**config.mk**
```make
export PLATFORM = sky130hd
export DESIGN_NAME = cpu
export DESIGN_NICKNAME = d
export VERILOG_FILES = /design/src/core_pkg.sv /design/src/stage_if.sv /design/src/cpu.sv /design/src/decode.sv /design/src/execute.sv /design/src/fetch.sv /design/src/hazard_ctrl.sv /design/src/memory_apb.sv
export VERILOG_INCLUDE_DIRS = /design/src
export SDC_FILE = /design/constraint.sdc
export NUM_CORES = 1
export LEC_CHECK = 0
export CORE_ASPECT_RATIO = 2
export CORE_UTILIZATION = 33
export DETAILED_ROUTE_END_ITERATION = 6
export DONT_BUFFER_PORTS = 1
export SYNTH_ARGS = -nofsm -noshare
export SYNTH_HDL_FRONTEND = slang
export SYNTH_SLANG_ARGS = --single-unit
```
**constraint.sdc**
```tcl
create_clock -name clk -period 6.35 [get_ports clk]
set_input_delay 0.3175 -clock clk [delete_from_list [all_inputs] [get_ports clk]]
set_output_delay 0.3175 -clock clk [all_outputs]
set_load 0.005 [all_outputs]
```
**src/core_defs.svh**
```systemverilog
// widths are fixed for the 16-bit ISA; changing them needs new instruction field slicing too
`ifndef CORE_DEFS_SVH
`define CORE_DEFS_SVH

`define CORE_XLEN 16     // data word width, also the address width
`define CORE_NREGS 8     // register count, register 0 is hard zero
`define CORE_ILEN 16     // one instruction per instruction memory word
`define CORE_RESET_PC 0  // first fetch address after reset

`endif

```
**src/core_pkg.sv**
```systemverilog
// opcodes outside op_t are folded into op_halt by decode, so this list is the whole ISA
`include "core_defs.svh"

package core_pkg;

    typedef logic [`CORE_XLEN-1:0] word_t;            // one data word or word address
    typedef logic [$clog2(`CORE_NREGS)-1:0] reg_t;    // register index

    // encodings match bits 15..12 of the instruction word
    typedef enum logic [3:0] {
        op_add  = 4'h0,
        op_sub  = 4'h1,
        op_and  = 4'h2,
        op_xor  = 4'h3,
        op_addi = 4'h4,
        op_ld   = 4'h5,
        op_st   = 4'h6,
        op_beq  = 4'h7,
        op_halt = 4'hf
    } op_t;

    // where decode takes an operand from
    typedef enum logic [1:0] {
        fwd_regfile,  // register array, no hazard in flight
        fwd_execute,  // result computed this cycle in execute
        fwd_memory,   // non-load result held in the memory stage
        fwd_load      // prdata of a load finishing this cycle
    } fwd_t;

    typedef struct packed {
        word_t                  pc;    // address the instruction came from
        logic [`CORE_ILEN-1:0]  inst;  // raw instruction word
    } id_t;

    typedef struct packed {
        op_t   op;
        word_t pc;       // needed for the branch target
        word_t a;        // rs1 value
        word_t b;        // rs2 value, or rd value for st and beq
        word_t st_data;  // value written by st
        word_t imm;      // sign-extended imm6
    } ex_t;

    typedef struct packed {
        op_t   op;
        word_t result;   // alu value, or the address for ld and st
        word_t st_data;
    } mm_t;

endpackage

```
**src/stage_if.sv**
```systemverilog
// rd, rd_en and is_load ride beside the payload so hazard logic never decodes payload types
interface stage_if
    import core_pkg::*;
#(
    parameter type payload_t = logic
) ();

    logic     valid;    // producer has an item
    logic     ready;    // consumer takes it this cycle
    payload_t payload;  // stage specific content
    reg_t     rd;       // destination register of the item
    logic     rd_en;    // item writes rd
    logic     is_load;  // item is a ld, its data only appears in the memory stage

    modport up (output valid, payload, rd, rd_en, is_load, input ready);

    modport down (input valid, payload, rd, rd_en, is_load, output ready);

    modport monitor (input valid, ready, payload, rd, rd_en, is_load);

endinterface
```
**src/cpu.sv**
```systemverilog
// apb slave must not rely on pslverr; instruction memory is a combinational read port
`include "core_defs.svh"

module cpu
    import core_pkg::*;
(
    input  logic                  clk,
    input  logic                  arst_n,
    output word_t                 imem_addr,
    input  logic [`CORE_ILEN-1:0] imem_data,
    output word_t                 paddr,
    output logic                  psel,
    output logic                  penable,
    output logic                  pwrite,
    output word_t                 pwdata,
    input  word_t                 prdata,
    input  logic                  pready,
    output logic                  halted
);

    stage_if #(.payload_t(id_t)) id ();  // fetch to decode
    stage_if #(.payload_t(ex_t)) ex ();  // decode to execute
    stage_if #(.payload_t(mm_t)) mm ();  // execute to memory

    logic  stall;
    logic  flush;
    fwd_t  rs1_sel;
    fwd_t  rs2_sel;
    reg_t  rs1;
    reg_t  rs2;
    logic  branch;
    word_t target;
    word_t alu_data;
    word_t exe_data;
    word_t mem_data;
    logic  rd_en_wb;
    reg_t  rd_wb;
    word_t rd_data_wb;

    hazard_ctrl i_hazard_ctrl (
        .id(id.monitor),
        .ex(ex.monitor),
        .mm(mm.monitor),
        .rs1, .rs2, .branch,
        .stall, .flush, .rs1_sel, .rs2_sel
    );

    fetch i_fetch (
        .clk, .arst_n, .stall, .flush, .branch, .target, .halted,
        .imem_addr, .imem_data,
        .down(id.up)
    );

    decode i_decode (
        .clk, .arst_n, .stall, .flush, .rs1_sel, .rs2_sel,
        .alu_data, .exe_data, .mem_data,
        .rd_en_wb, .rd_wb, .rd_data_wb,
        .rs1, .rs2,
        .up(id.down),
        .down(ex.up)
    );

    execute i_execute (
        .clk, .arst_n, .alu_data, .branch, .target,
        .up(ex.down),
        .down(mm.up)
    );

    memory_apb i_memory_apb (
        .clk, .arst_n,
        .paddr, .pwdata, .psel, .penable, .pwrite, .prdata, .pready,
        .mem_data, .exe_data, .rd_en_wb, .rd_wb, .rd_data_wb, .halted,
        .up(mm.down)
    );

endmodule

```
**src/decode.sv**
```systemverilog
// register 0 reads as zero and ignores writes; unknown opcodes decode as halt
`include "core_defs.svh"

module decode
    import core_pkg::*;
(
    input  logic    clk,
    input  logic    arst_n,
    input  logic    stall,
    input  logic    flush,
    input  fwd_t    rs1_sel,
    input  fwd_t    rs2_sel,
    input  word_t   alu_data,
    input  word_t   exe_data,
    input  word_t   mem_data,
    input  logic    rd_en_wb,
    input  reg_t    rd_wb,
    input  word_t   rd_data_wb,
    output reg_t    rs1,
    output reg_t    rs2,
    stage_if.down   up,
    stage_if.up     down
);

    word_t regs [0:`CORE_NREGS-1];  // register array, entry 0 never written
    logic [`CORE_ILEN-1:0] inst;
    op_t   op;
    word_t imm;
    word_t opnd1;
    word_t opnd2;

    // pick one operand from the array or from a bypass
    function automatic word_t operand(input reg_t idx, input fwd_t sel);
        word_t value;
        case (sel)
            fwd_execute: value = alu_data;
            fwd_memory:  value = exe_data;
            fwd_load:    value = mem_data;
            default:     value = (idx == '0) ? '0 : regs[idx];
        endcase
        return value;
    endfunction

    assign inst = up.payload.inst;
    assign imm  = {{(`CORE_XLEN-6){inst[5]}}, inst[5:0]};  // signed imm6

    always_comb begin
        case (op_t'(inst[15:12]))
            op_add, op_sub, op_and, op_xor, op_addi,
            op_ld, op_st, op_beq: op = op_t'(inst[15:12]);
            default:              op = op_halt;           // illegal opcodes stop the core
        endcase
    end

    // source registers as the hazard logic needs them
    always_comb begin
        rs1 = (op == op_halt) ? '0 : inst[8:6];
        case (op)
            op_add, op_sub, op_and, op_xor: rs2 = inst[5:3];
            op_st, op_beq:                  rs2 = inst[11:9];  // st data and beq compare use rd
            default:                        rs2 = '0;          // imm forms read no second reg
        endcase
    end

    // bypass values and the register array are read inside operand
    always_comb begin
        opnd1 = operand(rs1, rs1_sel);
        opnd2 = operand(rs2, rs2_sel);
    end

    // the instruction stays in place while a load-use stall inserts a bubble
    assign up.ready = down.ready && !stall;

    always_ff @(posedge clk) begin
        if (rd_en_wb && rd_wb != '0) begin
            regs[rd_wb] <= rd_data_wb;
        end
    end

    always_ff @(posedge clk or negedge arst_n) begin
        if (!arst_n) begin
            down.valid <= 1'b0;
        end else if (down.ready) begin
            down.valid <= up.valid && !stall && !flush;  // bubble on stall or branch
        end
    end

    always_ff @(posedge clk) begin
        if (down.ready) begin
            down.payload <= '{op: op, pc: up.payload.pc, a: opnd1, b: opnd2,
                              st_data: opnd2, imm: imm};
            down.rd      <= up.rd;                       // destination was predecoded in fetch
            down.rd_en   <= up.rd_en;
            down.is_load <= up.is_load;
        end
    end

endmodule

```
**src/execute.sv**
```systemverilog
// branch is only valid in the cycle the beq moves on; target counts whole instructions
module execute
    import core_pkg::*;
(
    input  logic    clk,
    input  logic    arst_n,
    output word_t   alu_data,
    output logic    branch,
    output word_t   target,
    stage_if.down   up,
    stage_if.up     down
);

    ex_t ex;

    assign ex       = up.payload;
    assign up.ready = down.ready;   // holds whenever the memory stage holds

    always_comb begin
        case (ex.op)
            op_add:                alu_data = ex.a + ex.b;
            op_sub:                alu_data = ex.a - ex.b;
            op_and:                alu_data = ex.a & ex.b;
            op_xor:                alu_data = ex.a ^ ex.b;
            op_addi, op_ld, op_st: alu_data = ex.a + ex.imm;  // immediate add, also the address
            default:               alu_data = '0;
        endcase
    end

    assign target = ex.pc + 1'b1 + ex.imm;                     // pc plus 1 plus imm
    assign branch = up.valid && up.ready && (ex.op == op_beq) && (ex.a == ex.b);

    always_ff @(posedge clk or negedge arst_n) begin
        if (!arst_n) begin
            down.valid <= 1'b0;
        end else if (down.ready) begin
            down.valid <= up.valid;
        end
    end

    always_ff @(posedge clk) begin
        if (down.ready) begin
            down.payload <= '{op: ex.op, result: alu_data, st_data: ex.st_data};
            down.rd      <= up.rd;
            down.rd_en   <= up.rd_en;
            down.is_load <= up.is_load;
        end
    end

endmodule

```
**src/fetch.sv**
```systemverilog
// instruction memory must return imem_data for imem_addr within the same cycle
`include "core_defs.svh"

module fetch
    import core_pkg::*;
(
    input  logic                  clk,
    input  logic                  arst_n,
    input  logic                  stall,
    input  logic                  flush,
    input  logic                  branch,
    input  word_t                 target,
    input  logic                  halted,
    output word_t                 imem_addr,
    input  logic [`CORE_ILEN-1:0] imem_data,
    stage_if.up                   down
);

    word_t pc;
    logic  advance;
    op_t   opcode;

    assign imem_addr = pc;                          // address leaves straight from the pc
    assign advance   = down.ready && !stall;        // whole pipe moves in lock-step
    assign opcode    = op_t'(imem_data[15:12]);

    always_ff @(posedge clk or negedge arst_n) begin
        if (!arst_n) begin
            pc         <= `CORE_RESET_PC;
            down.valid <= 1'b0;
        end else if (branch) begin
            pc <= target;                           // redirect, the word on imem_data is dropped
            if (flush) begin
                down.valid <= 1'b0;
            end
        end else if (halted) begin
            down.valid <= 1'b0;                     // core stopped, pc frozen
        end else if (advance) begin
            pc         <= pc + 1'b1;                // pc counts instructions, not bytes
            down.valid <= 1'b1;
        end
    end

    // predecode the destination so hazard_ctrl sees it one stage early
    always_ff @(posedge clk) begin
        if (advance) begin
            down.payload <= '{pc: pc, inst: imem_data};
            down.rd      <= imem_data[11:9];
            down.rd_en   <= opcode inside {op_add, op_sub, op_and, op_xor, op_addi, op_ld};
            down.is_load <= (opcode == op_ld);
        end
    end

endmodule

```
**src/hazard_ctrl.sv**
```systemverilog
// a load in execute always costs one stall; register 0 never takes a bypass
module hazard_ctrl
    import core_pkg::*;
(
    stage_if.monitor id,
    stage_if.monitor ex,
    stage_if.monitor mm,
    input  reg_t     rs1,
    input  reg_t     rs2,
    input  logic     branch,
    output logic     stall,
    output logic     flush,
    output fwd_t     rs1_sel,
    output fwd_t     rs2_sel
);

    logic ex_load_hit;

    // priority is youngest producer first
    function automatic fwd_t pick(input reg_t rs);
        fwd_t sel;
        sel = fwd_regfile;
        if (rs == '0) begin
            sel = fwd_regfile;
        end else if (ex.valid && ex.rd_en && !ex.is_load && ex.rd == rs) begin
            sel = fwd_execute;
        end else if (mm.valid && mm.rd_en && mm.rd == rs) begin
            if (!mm.is_load) begin
                sel = fwd_memory;
            end else if (mm.ready) begin
                sel = fwd_load;  // prdata valid only as the access completes
            end
        end
        return sel;
    endfunction

    assign ex_load_hit = ex.valid && ex.is_load && ex.rd_en && ex.rd != '0 &&
                         (ex.rd == rs1 || ex.rd == rs2);

    assign stall   = id.valid && ex_load_hit;  // load data is not there before the memory stage
    assign flush   = branch;                   // drops the two younger instructions

    // the stage monitors are read inside pick
    always_comb begin
        rs1_sel = pick(rs1);
        rs2_sel = pick(rs2);
    end

endmodule

```
**src/memory_apb.sv**
```systemverilog
// pslverr is not sampled; every transfer is a full word and a faulting slave goes unseen
module memory_apb
    import core_pkg::*;
(
    input  logic    clk,
    input  logic    arst_n,
    output word_t   paddr,
    output word_t   pwdata,
    output logic    psel,
    output logic    penable,
    output logic    pwrite,
    input  word_t   prdata,
    input  logic    pready,
    output word_t   mem_data,
    output word_t   exe_data,
    output logic    rd_en_wb,
    output reg_t    rd_wb,
    output word_t   rd_data_wb,
    output logic    halted,
    stage_if.down   up
);

    typedef enum logic [1:0] {
        apb_idle,
        apb_setup,
        apb_access
    } apb_state_t;

    mm_t        mm;
    apb_state_t state_q;  // only ever holds idle or access
    apb_state_t state;    // setup is the first cycle of a request, seen from the payload
    logic       mem_req;
    logic       done;
    logic       retire;

    assign mm      = up.payload;
    assign mem_req = up.valid && (mm.op inside {op_ld, op_st}) && !halted;

    always_comb begin
        if (state_q == apb_access) begin
            state = apb_access;
        end else if (mem_req) begin
            state = apb_setup;
        end else begin
            state = apb_idle;
        end
    end

    always_ff @(posedge clk or negedge arst_n) begin
        if (!arst_n) begin
            state_q <= apb_idle;
        end else begin
            case (state)
                apb_setup:  state_q <= apb_access;
                apb_access: state_q <= pready ? apb_idle : apb_access;  // wait states stay here
                default:    state_q <= apb_idle;
            endcase
        end
    end

    assign psel    = (state != apb_idle);
    assign penable = (state == apb_access);
    assign pwrite  = (mm.op == op_st);
    assign paddr   = mm.result;       // held by the upstream register until ready
    assign pwdata  = mm.st_data;

    assign done     = penable && pready;
    assign up.ready = !mem_req || done;  // back-pressure only from an open transfer
    assign retire   = up.valid && up.ready && !halted;

    assign mem_data   = prdata;          // load bypass, meaningful only with done
    assign exe_data   = mm.result;       // memory stage bypass for alu results
    assign rd_en_wb   = retire && up.rd_en;
    assign rd_wb      = up.rd;
    assign rd_data_wb = up.is_load ? prdata : mm.result;

    always_ff @(posedge clk or negedge arst_n) begin
        if (!arst_n) begin
            halted <= 1'b0;
        end else if (retire && mm.op == op_halt) begin
            halted <= 1'b1;  // sticky until reset, items behind it are dropped
        end
    end

endmodule

```
**Word level (Yosys, flattened, before mapping)**

Memory sizes are Yosys's and may differ from the RTL's.
Index checks and enable logic that the tools add are counted.

- Flip-flop bits (word level): 163
- RAM bits: 128
- Bits of input ports: 35
- Output and inout port bits: 52
- Memories kept: 1

- Add/subtract/negate cells: 6
- Eq/ne operators: 43
- Muxes and demuxes: 29
- Bitwise logic cells: 2
- Reductions and logical operators: 52

Memory list:

| memory | depth | width | read ports | clocked after Yosys merged registers in | write ports | line | text |
|---|---|---|---|---|---|---|---|
| i_decode.regs | 8 | 16 | 2 | 0 | 1 | decode.sv:25 | `` word_t regs [0:`CORE_NREGS-1]; `` |

Operator list:

| cell | count |
|---|---|
| $mux W16 | 6 |
| $pmux W16 S3 | 2 |
| $pmux W16 S5 | 1 |
| $eq A4 B3 Y1 const B | 14 |
| $add A16 B16 Y16 | 3 |
| $add A16 B1 Y16 const B | 2 |
| $eq A4 B2 Y1 const B | 8 |
| $logic_and A1 B1 Y1 | 27 |
| $mux W2 | 10 |
| $and A16 B16 Y16 | 1 |
| $eq A16 B16 Y1 | 1 |
| $eq A4 B1 Y1 const B | 4 |
| $logic_not A4 Y1 | 4 |
| $sub A16 B16 Y16 | 1 |
| $xor A16 B16 Y16 | 1 |
| $eq A2 B2 Y1 const B | 6 |
| $eq A3 B3 Y1 | 4 |
| $reduce_bool A3 Y1 | 3 |
| $eq A4 B4 Y1 const B | 2 |
| $reduce_or A8 Y1 | 1 |
| $eq A2 B1 Y1 const B | 3 |
| $logic_not A3 Y1 | 2 |
| $mux W1 | 6 |
| $pmux W3 S2 | 1 |
| other kinds (12) | 19 |

**Longest topological paths before layout**

- Depth after elaboration: 16
- Gate-level depth with buffers: 17

**Modules after synthesis**

A second synthesis with hierarchy kept.

- Cells, all modules: 1413
- Area total of the unflattened synthesis: 16110.5 sq um

Modules (own cells, without submodules):

| module | instances | cells an instance | area an instance (sq um) | seq. area each (sq um) |
|---|---|---|---|---|
| decode | 1 | 657 | 8471.9 | 5280.1 |
| execute | 1 | 472 | 4449.3 | 1256.2 |
| fetch | 1 | 145 | 2024.4 | 1446.4 |
| memory_apb | 1 | 102 | 897.1 | 50.0 |
| hazard_ctrl | 1 | 37 | 267.8 | 0.0 |

**Worst setup path before layout**

No wires, ideal clock.

- Kind: reg2reg
- From: register i_memory_apb.halted
- To: register, netlist name i_decode.down.payload[33]
- Library setup time: 0.272 ns
- Data arrival time: 4.764 ns
- Setup slack: 1.315 ns
- Cell stages (with the launch flop): 9
- Clock period less this slack: 5.035 ns
- Cell sequence: dfrtp_1 > nor4bb_1 > nand2_1 > a21oi_1 > clkinv_1 > nand2_1 > o21a_2 > buf_6 > mux4_2

- Longest elaborated chain between the ends: 14

RTL lines:

| item | line | text |
|---|---|---|
| start, declared | memory_apb.sv:19 | `output logic halted,` |
| start signal, assigned | memory_apb.sv:79 | `halted <= 1'b0;` |
| start signal, assigned | memory_apb.sv:81 | `halted <= 1'b1;` |
| $logic_not A1 Y1 * | memory_apb.sv:37 | `assign mem_req = up.valid && (mm.op inside {op_ld, op_st}) && !halted;` |
| $logic_and A1 B1 Y1 * | memory_apb.sv:37 |  |
| $mux W1 | memory_apb.sv:42 | `end else if (mem_req) begin` |
| $mux W2 | memory_apb.sv:40 | `if (state_q == apb_access) begin` |
| $eq A2 B2 Y1 | memory_apb.sv:62 | `assign penable = (state == apb_access);` |
| $logic_and A1 B1 Y1 | memory_apb.sv:67 | `assign done = penable && pready;` |
| $logic_or A1 B1 Y1 * | memory_apb.sv:68 | `assign up.ready = !mem_req \|\| done;` |
| $mux W2 * | hazard_ctrl.sv:30 | `end else if (mm.ready) begin` |
| $mux W2 * | hazard_ctrl.sv:28 | `if (!mm.is_load) begin` |
| $mux W2 * | hazard_ctrl.sv:27 | `end else if (mm.valid && mm.rd_en && mm.rd == rs) begin` |
| $mux W2 * | hazard_ctrl.sv:25 | `end else if (ex.valid && ex.rd_en && !ex.is_load && ex.rd == rs) begin` |
| $mux W2 * | hazard_ctrl.sv:23 | `if (rs == '0) begin` |
| $eq A2 B2 Y1 / $eq A2 B1 Y1 (equally long branches) | decode.sv:35 | `case (sel)` |
| $pmux W16 S3 * | decode.sv:35 |  |
| via i_decode.opnd2[1] | decode.sv:30 | `word_t opnd2;` |

The timed path passes the listed nets; every way through them passes the cells marked *.
A chain may end at the register's enable or synchronous reset.

**Worst setup path after layout**

- From: register, netlist name i_decode.down.payload[81]
- To: register, netlist name i_decode.down.payload[43]

- Longest elaborated chain between the ends: 4

RTL lines:

| item | line | text |
|---|---|---|
| $eq A4 B3 Y1 | execute.sv:20 | `case (ex.op)` |
| $reduce_or A3 Y1 | execute.sv:20 |  |
| $pmux W16 S5 * | execute.sv:20 |  |
| via alu_data[11] | cpu.sv:33 | `word_t alu_data;` |
| $pmux W16 S3 * | decode.sv:35 |  |
| via i_decode.opnd2[11] | decode.sv:30 |  |

Marks and branches as above.

==> out/metrics.csv <==
metric,value,unit
nets@finish,1420,
PortBufs,0,
grt met1 use,19.0,%
Synth area leader,edfxtp_1,
Die Ht,305,microns
Yosys reg bits,271,
FMAX,0.199,GHz
Synth Net Count,1445,
Final Hold Viols,0,
DRT iter0 DRCs,546,
mean routed wirelength per cell,23.9,microns
"top cells by area, synth","edfxtp_1 (50%), ha_1 (5.1%), a21oi_1 (4.6%)",
Synth Area per Inst,11.2,sq um
switching share of power,26.2,%
"Seq/Total Area, Yosys",53.2,%
total grt overflow,0,
die area,46700,sq um
clk buf depth,3,
DP Wirelength,33200,microns
Top delay family on crit path,simple AND/OR/NAND/NOR gates,
CP max stage delay,0.85,ns
CTS tree,yes,
WP buf/inv,0,
largest net degree at the start of global routing,64,
initial antenna violation count,0,
"CTS clk-pin slew, worst paths",0.07,ns
Worst Hold Class,input pin to flip-flop,
Reg power frac,49.6,%
fill count,4324,
DRC,0,
most frequent cell on the critical path,a21o_1,
Fin Clk Skew,0.0204,ns
cell count after synthesis,1345,
worst rel slew slack,23.7,%
power per cell area,255,nW/um^2
Total Neg Setup Slack,0,ns
library cells used by synthesis,76,
Worst setup SP type,flip-flop,
crit path time final,5.03,ns
io pins,87,
post-CTS resize count,0,
first-pass GRT wire length,67500,microns
GR Layer Usage met2,37.6,%
slowest cell on the critical path,nor2_1,
worst slew pin tran,1.14,ns
crit-path max FO,19,
clock network fraction of total power,38.5,%
critical path arrival,5.33,ns
fin. max-slew vios,0,
setup slack after placement,1.37,ns
Antenna Nets Post-Route,0,
CP required,6.65,ns
peak supply drop,0.184,mV
fin crit share,79.2,%
area of the multi-input gates,6450,sq um
CORE AREA,45100,sq um
WL final,45300,microns
Ant. Diodes,0,
number of synthesized flops with an enable pin,250,
Root Driver,clkbuf_16,
DR vias/cell,5.71,
Final Wtd Congestion,0.931,
vias in the first global route,11000,
Rows,110,
Pleak,6.47,nW
Synth Flop Type,edfxtp_1,
First-pass DRT Iterations,5,
yosys warns,0,
Int Pwr,3.12,mW
area growth from synthesis to layout,9.76,%
grt met3 use,2.33,%
Num CTS Buffers,26,
fraction of registers with async set/reset,7.75,%
Die W,153,microns
GR peak layer,met2,
via count,10800,
Worst-Skew Late Latency,0.57,ns
layout cells sized above 1,9.56,%
sw power,1.11,mW
Sequential cell area,8030,sq um
crit end category,flip-flop,
PnR worst setup slack,1.32,ns
GR Util All Layers,19.2,%
total power,4.24,mW
hold_buf cts,20,
starting density of the core,33.5,%
Gate power share,11.9,%
area share of the largest cell type after synthesis,49.7,%
worst path cell trace,"nand2_1, nand3b_1, nor2_1, a21o_1, ha_1, a21o_1, a21oi_1, nor2b_1, a311oi_1, xor2_1, o221ai_1, mux4_1",
"Cell Area, Synth",15100,sq um
RSZ-0062 raised after global routing,false,
final setup fails,0,
crit path kind,flip-flop to flip-flop,
status,finished clean,
MaxCap Viol Count,0,
clock sinks,271,
post-CTS setup buffers,0,
htree depth,1,
metal layers:
layer  wire (microns)  vias to the layer above  share of wire (%)
met2            25300                      381                 56
met1            15400                     5424                 34
li1                 -                     4923                  -
met3             2130                      111                4.7
met4             2490                        0                5.5
met5                0                        -                  0
state kept, by name, summed over array words and instances, names as in the netlist, 2 cells and up:
name,count
i_fetch.imem_addr,16
i_fetch.down.rd,2
i_execute.down.payload,36
i_decode.down.payload,58
i_fetch.down.payload,30
i_decode.down.rd,3
i_decode.regs,112
i_execute.down.rd,3
synth_stat cells (all sizes together) (25+ instances only):
| cell | n |
|---|---|
| a21o | 26 |
| a21oi | 139 |
| buf | 56 |
| clkbuf | 37 |
| edfxtp | 250 |
| ha | 62 |
| inv | 40 |
| mux2 | 25 |
| mux2i | 42 |
| nand2 | 166 |
| nand3 | 49 |
| nor2 | 101 |
| o21ai | 44 |
| xnor2 | 44 |
placed cells by master (no fill, tap or decap), types with 4 or more instances in the layout:
| cell | synthesis | final |
|---|---|---|
| a211oi_1 | 14 | 14 |
| a21o_1 | 26 | 26 |
| a21oi_1 | 139 | 138 |
| a221o_1 | 4 | 4 |
| a22oi_1 | 10 | 10 |
| a31oi_1 | 9 | 9 |
| and2_1 | 6 | 6 |
| and3_1 | 9 | 9 |
| buf_4 | 34 | 20 |
| clkbuf_16 | 0 | 27 |
| clkinv_1 | 2 | 4 |
| dfrtp_1 | 21 | 21 |
| dlygate4sd3_1 | 0 | 19 |
| edfxtp_1 | 250 | 250 |
| ha_1 | 62 | 62 |
| inv_1 | 40 | 40 |
| inv_6 | 0 | 5 |
| mux2_2 | 25 | 25 |
| mux2i_1 | 42 | 42 |
| mux4_2 | 18 | 18 |
| nand2_1 | 166 | 166 |
| nand2b_1 | 7 | 7 |
| nand3_1 | 49 | 49 |
| nand4_1 | 5 | 5 |
| nor2_1 | 100 | 98 |
| nor2b_1 | 8 | 7 |
| nor3_1 | 21 | 21 |
| nor4_2 | 0 | 4 |
| o211ai_1 | 12 | 12 |
| o21a_1 | 4 | 4 |
| o21ai_0 | 42 | 42 |
| o21bai_1 | 6 | 6 |
| o221ai_1 | 8 | 8 |
| o22ai_1 | 4 | 4 |
| o31ai_1 | 4 | 4 |
| or2_2 | 5 | 5 |
| xnor2_1 | 44 | 44 |
| xor2_1 | 17 | 17 |
cell type report:
cell class / count / share of cell area, %
inverters: 42 / 0.966
multi-input cells: 939 / 38.9
well taps: 560 / 4.23
repair buffers: 40 / 2.17
clock inverters: 18 / 1.15
flip-flops and latches: 271 / 48.4
clock buffers: 29 / 4.12
final timing paths:
path | slack (ns) | cells after the start | startpoint | endpoint
min reg2reg | 0.42 | 0 | i_fetch.down.payload[18]$_DFFE_PP_ | i_decode.down.payload[66]$_DFFE_PN_
max | 1.32 | 12 | i_decode.down.payload[81]$_DFFE_PN_ | i_decode.down.payload[43]$_DFFE_PN_
max in group asynchronous | 6.01 | 2 | arst_n | i_fetch.imem_addr[1]$_DFFE_PN0P_
max reg2reg | 1.32 | 12 | i_decode.down.payload[81]$_DFFE_PN_ | i_decode.down.payload[43]$_DFFE_PN_
min in group asynchronous | 0.17 | 2 | arst_n | i_fetch.imem_addr[14]$_DFFE_PN0P_
min | 0.04 | 1 | imem_data[12] | i_fetch.down.is_load$_DFFE_PP_
power groups by stage:
stage | Clock (mW) | Sequential (mW) | Combinational [mW]
final | 1.63 | 2.10 | 0.502
after detailed placement | 0 | 2.14 | 0.482
after global placement | 0 | 2.14 | 0.477
after CTS | 1.67 | 2.10 | 0.500
after floorplan | 0 | 2.09 | 0.390
after global routing | 1.72 | 2.11 | 0.547
stage by stage:
stage                     cell area (sq um)  utilization [%]  hold WS (ns)  instances
after detailed placement              15500             34.3        0.0223       1832
after global placement                15500             34.3        0.0224       1832
after CTS                             16600             36.7        0.0169       1899
after global routing                  16600             36.7        0.0339       1899
after floorplan                       15100                -        0.0219       1345
final                                 16600             36.7        0.0406       1899
cell families (layout without fill, tap and decap cells):
kind of cell	Yosys count	in the layout	synth area share [%]
AO/OA/AOI/OAI	313	313	12.9
XOR/XNOR	61	61	3.54
adder cells (fa/ha/maj)	65	65	5.53
buffers and inverters	135	129	4.44
flip-flops	271	271	53.2
multiplexers	88	88	7.85
AND/OR/NAND/NOR	412	412	12.6
(Power assumes the default switching activity.)
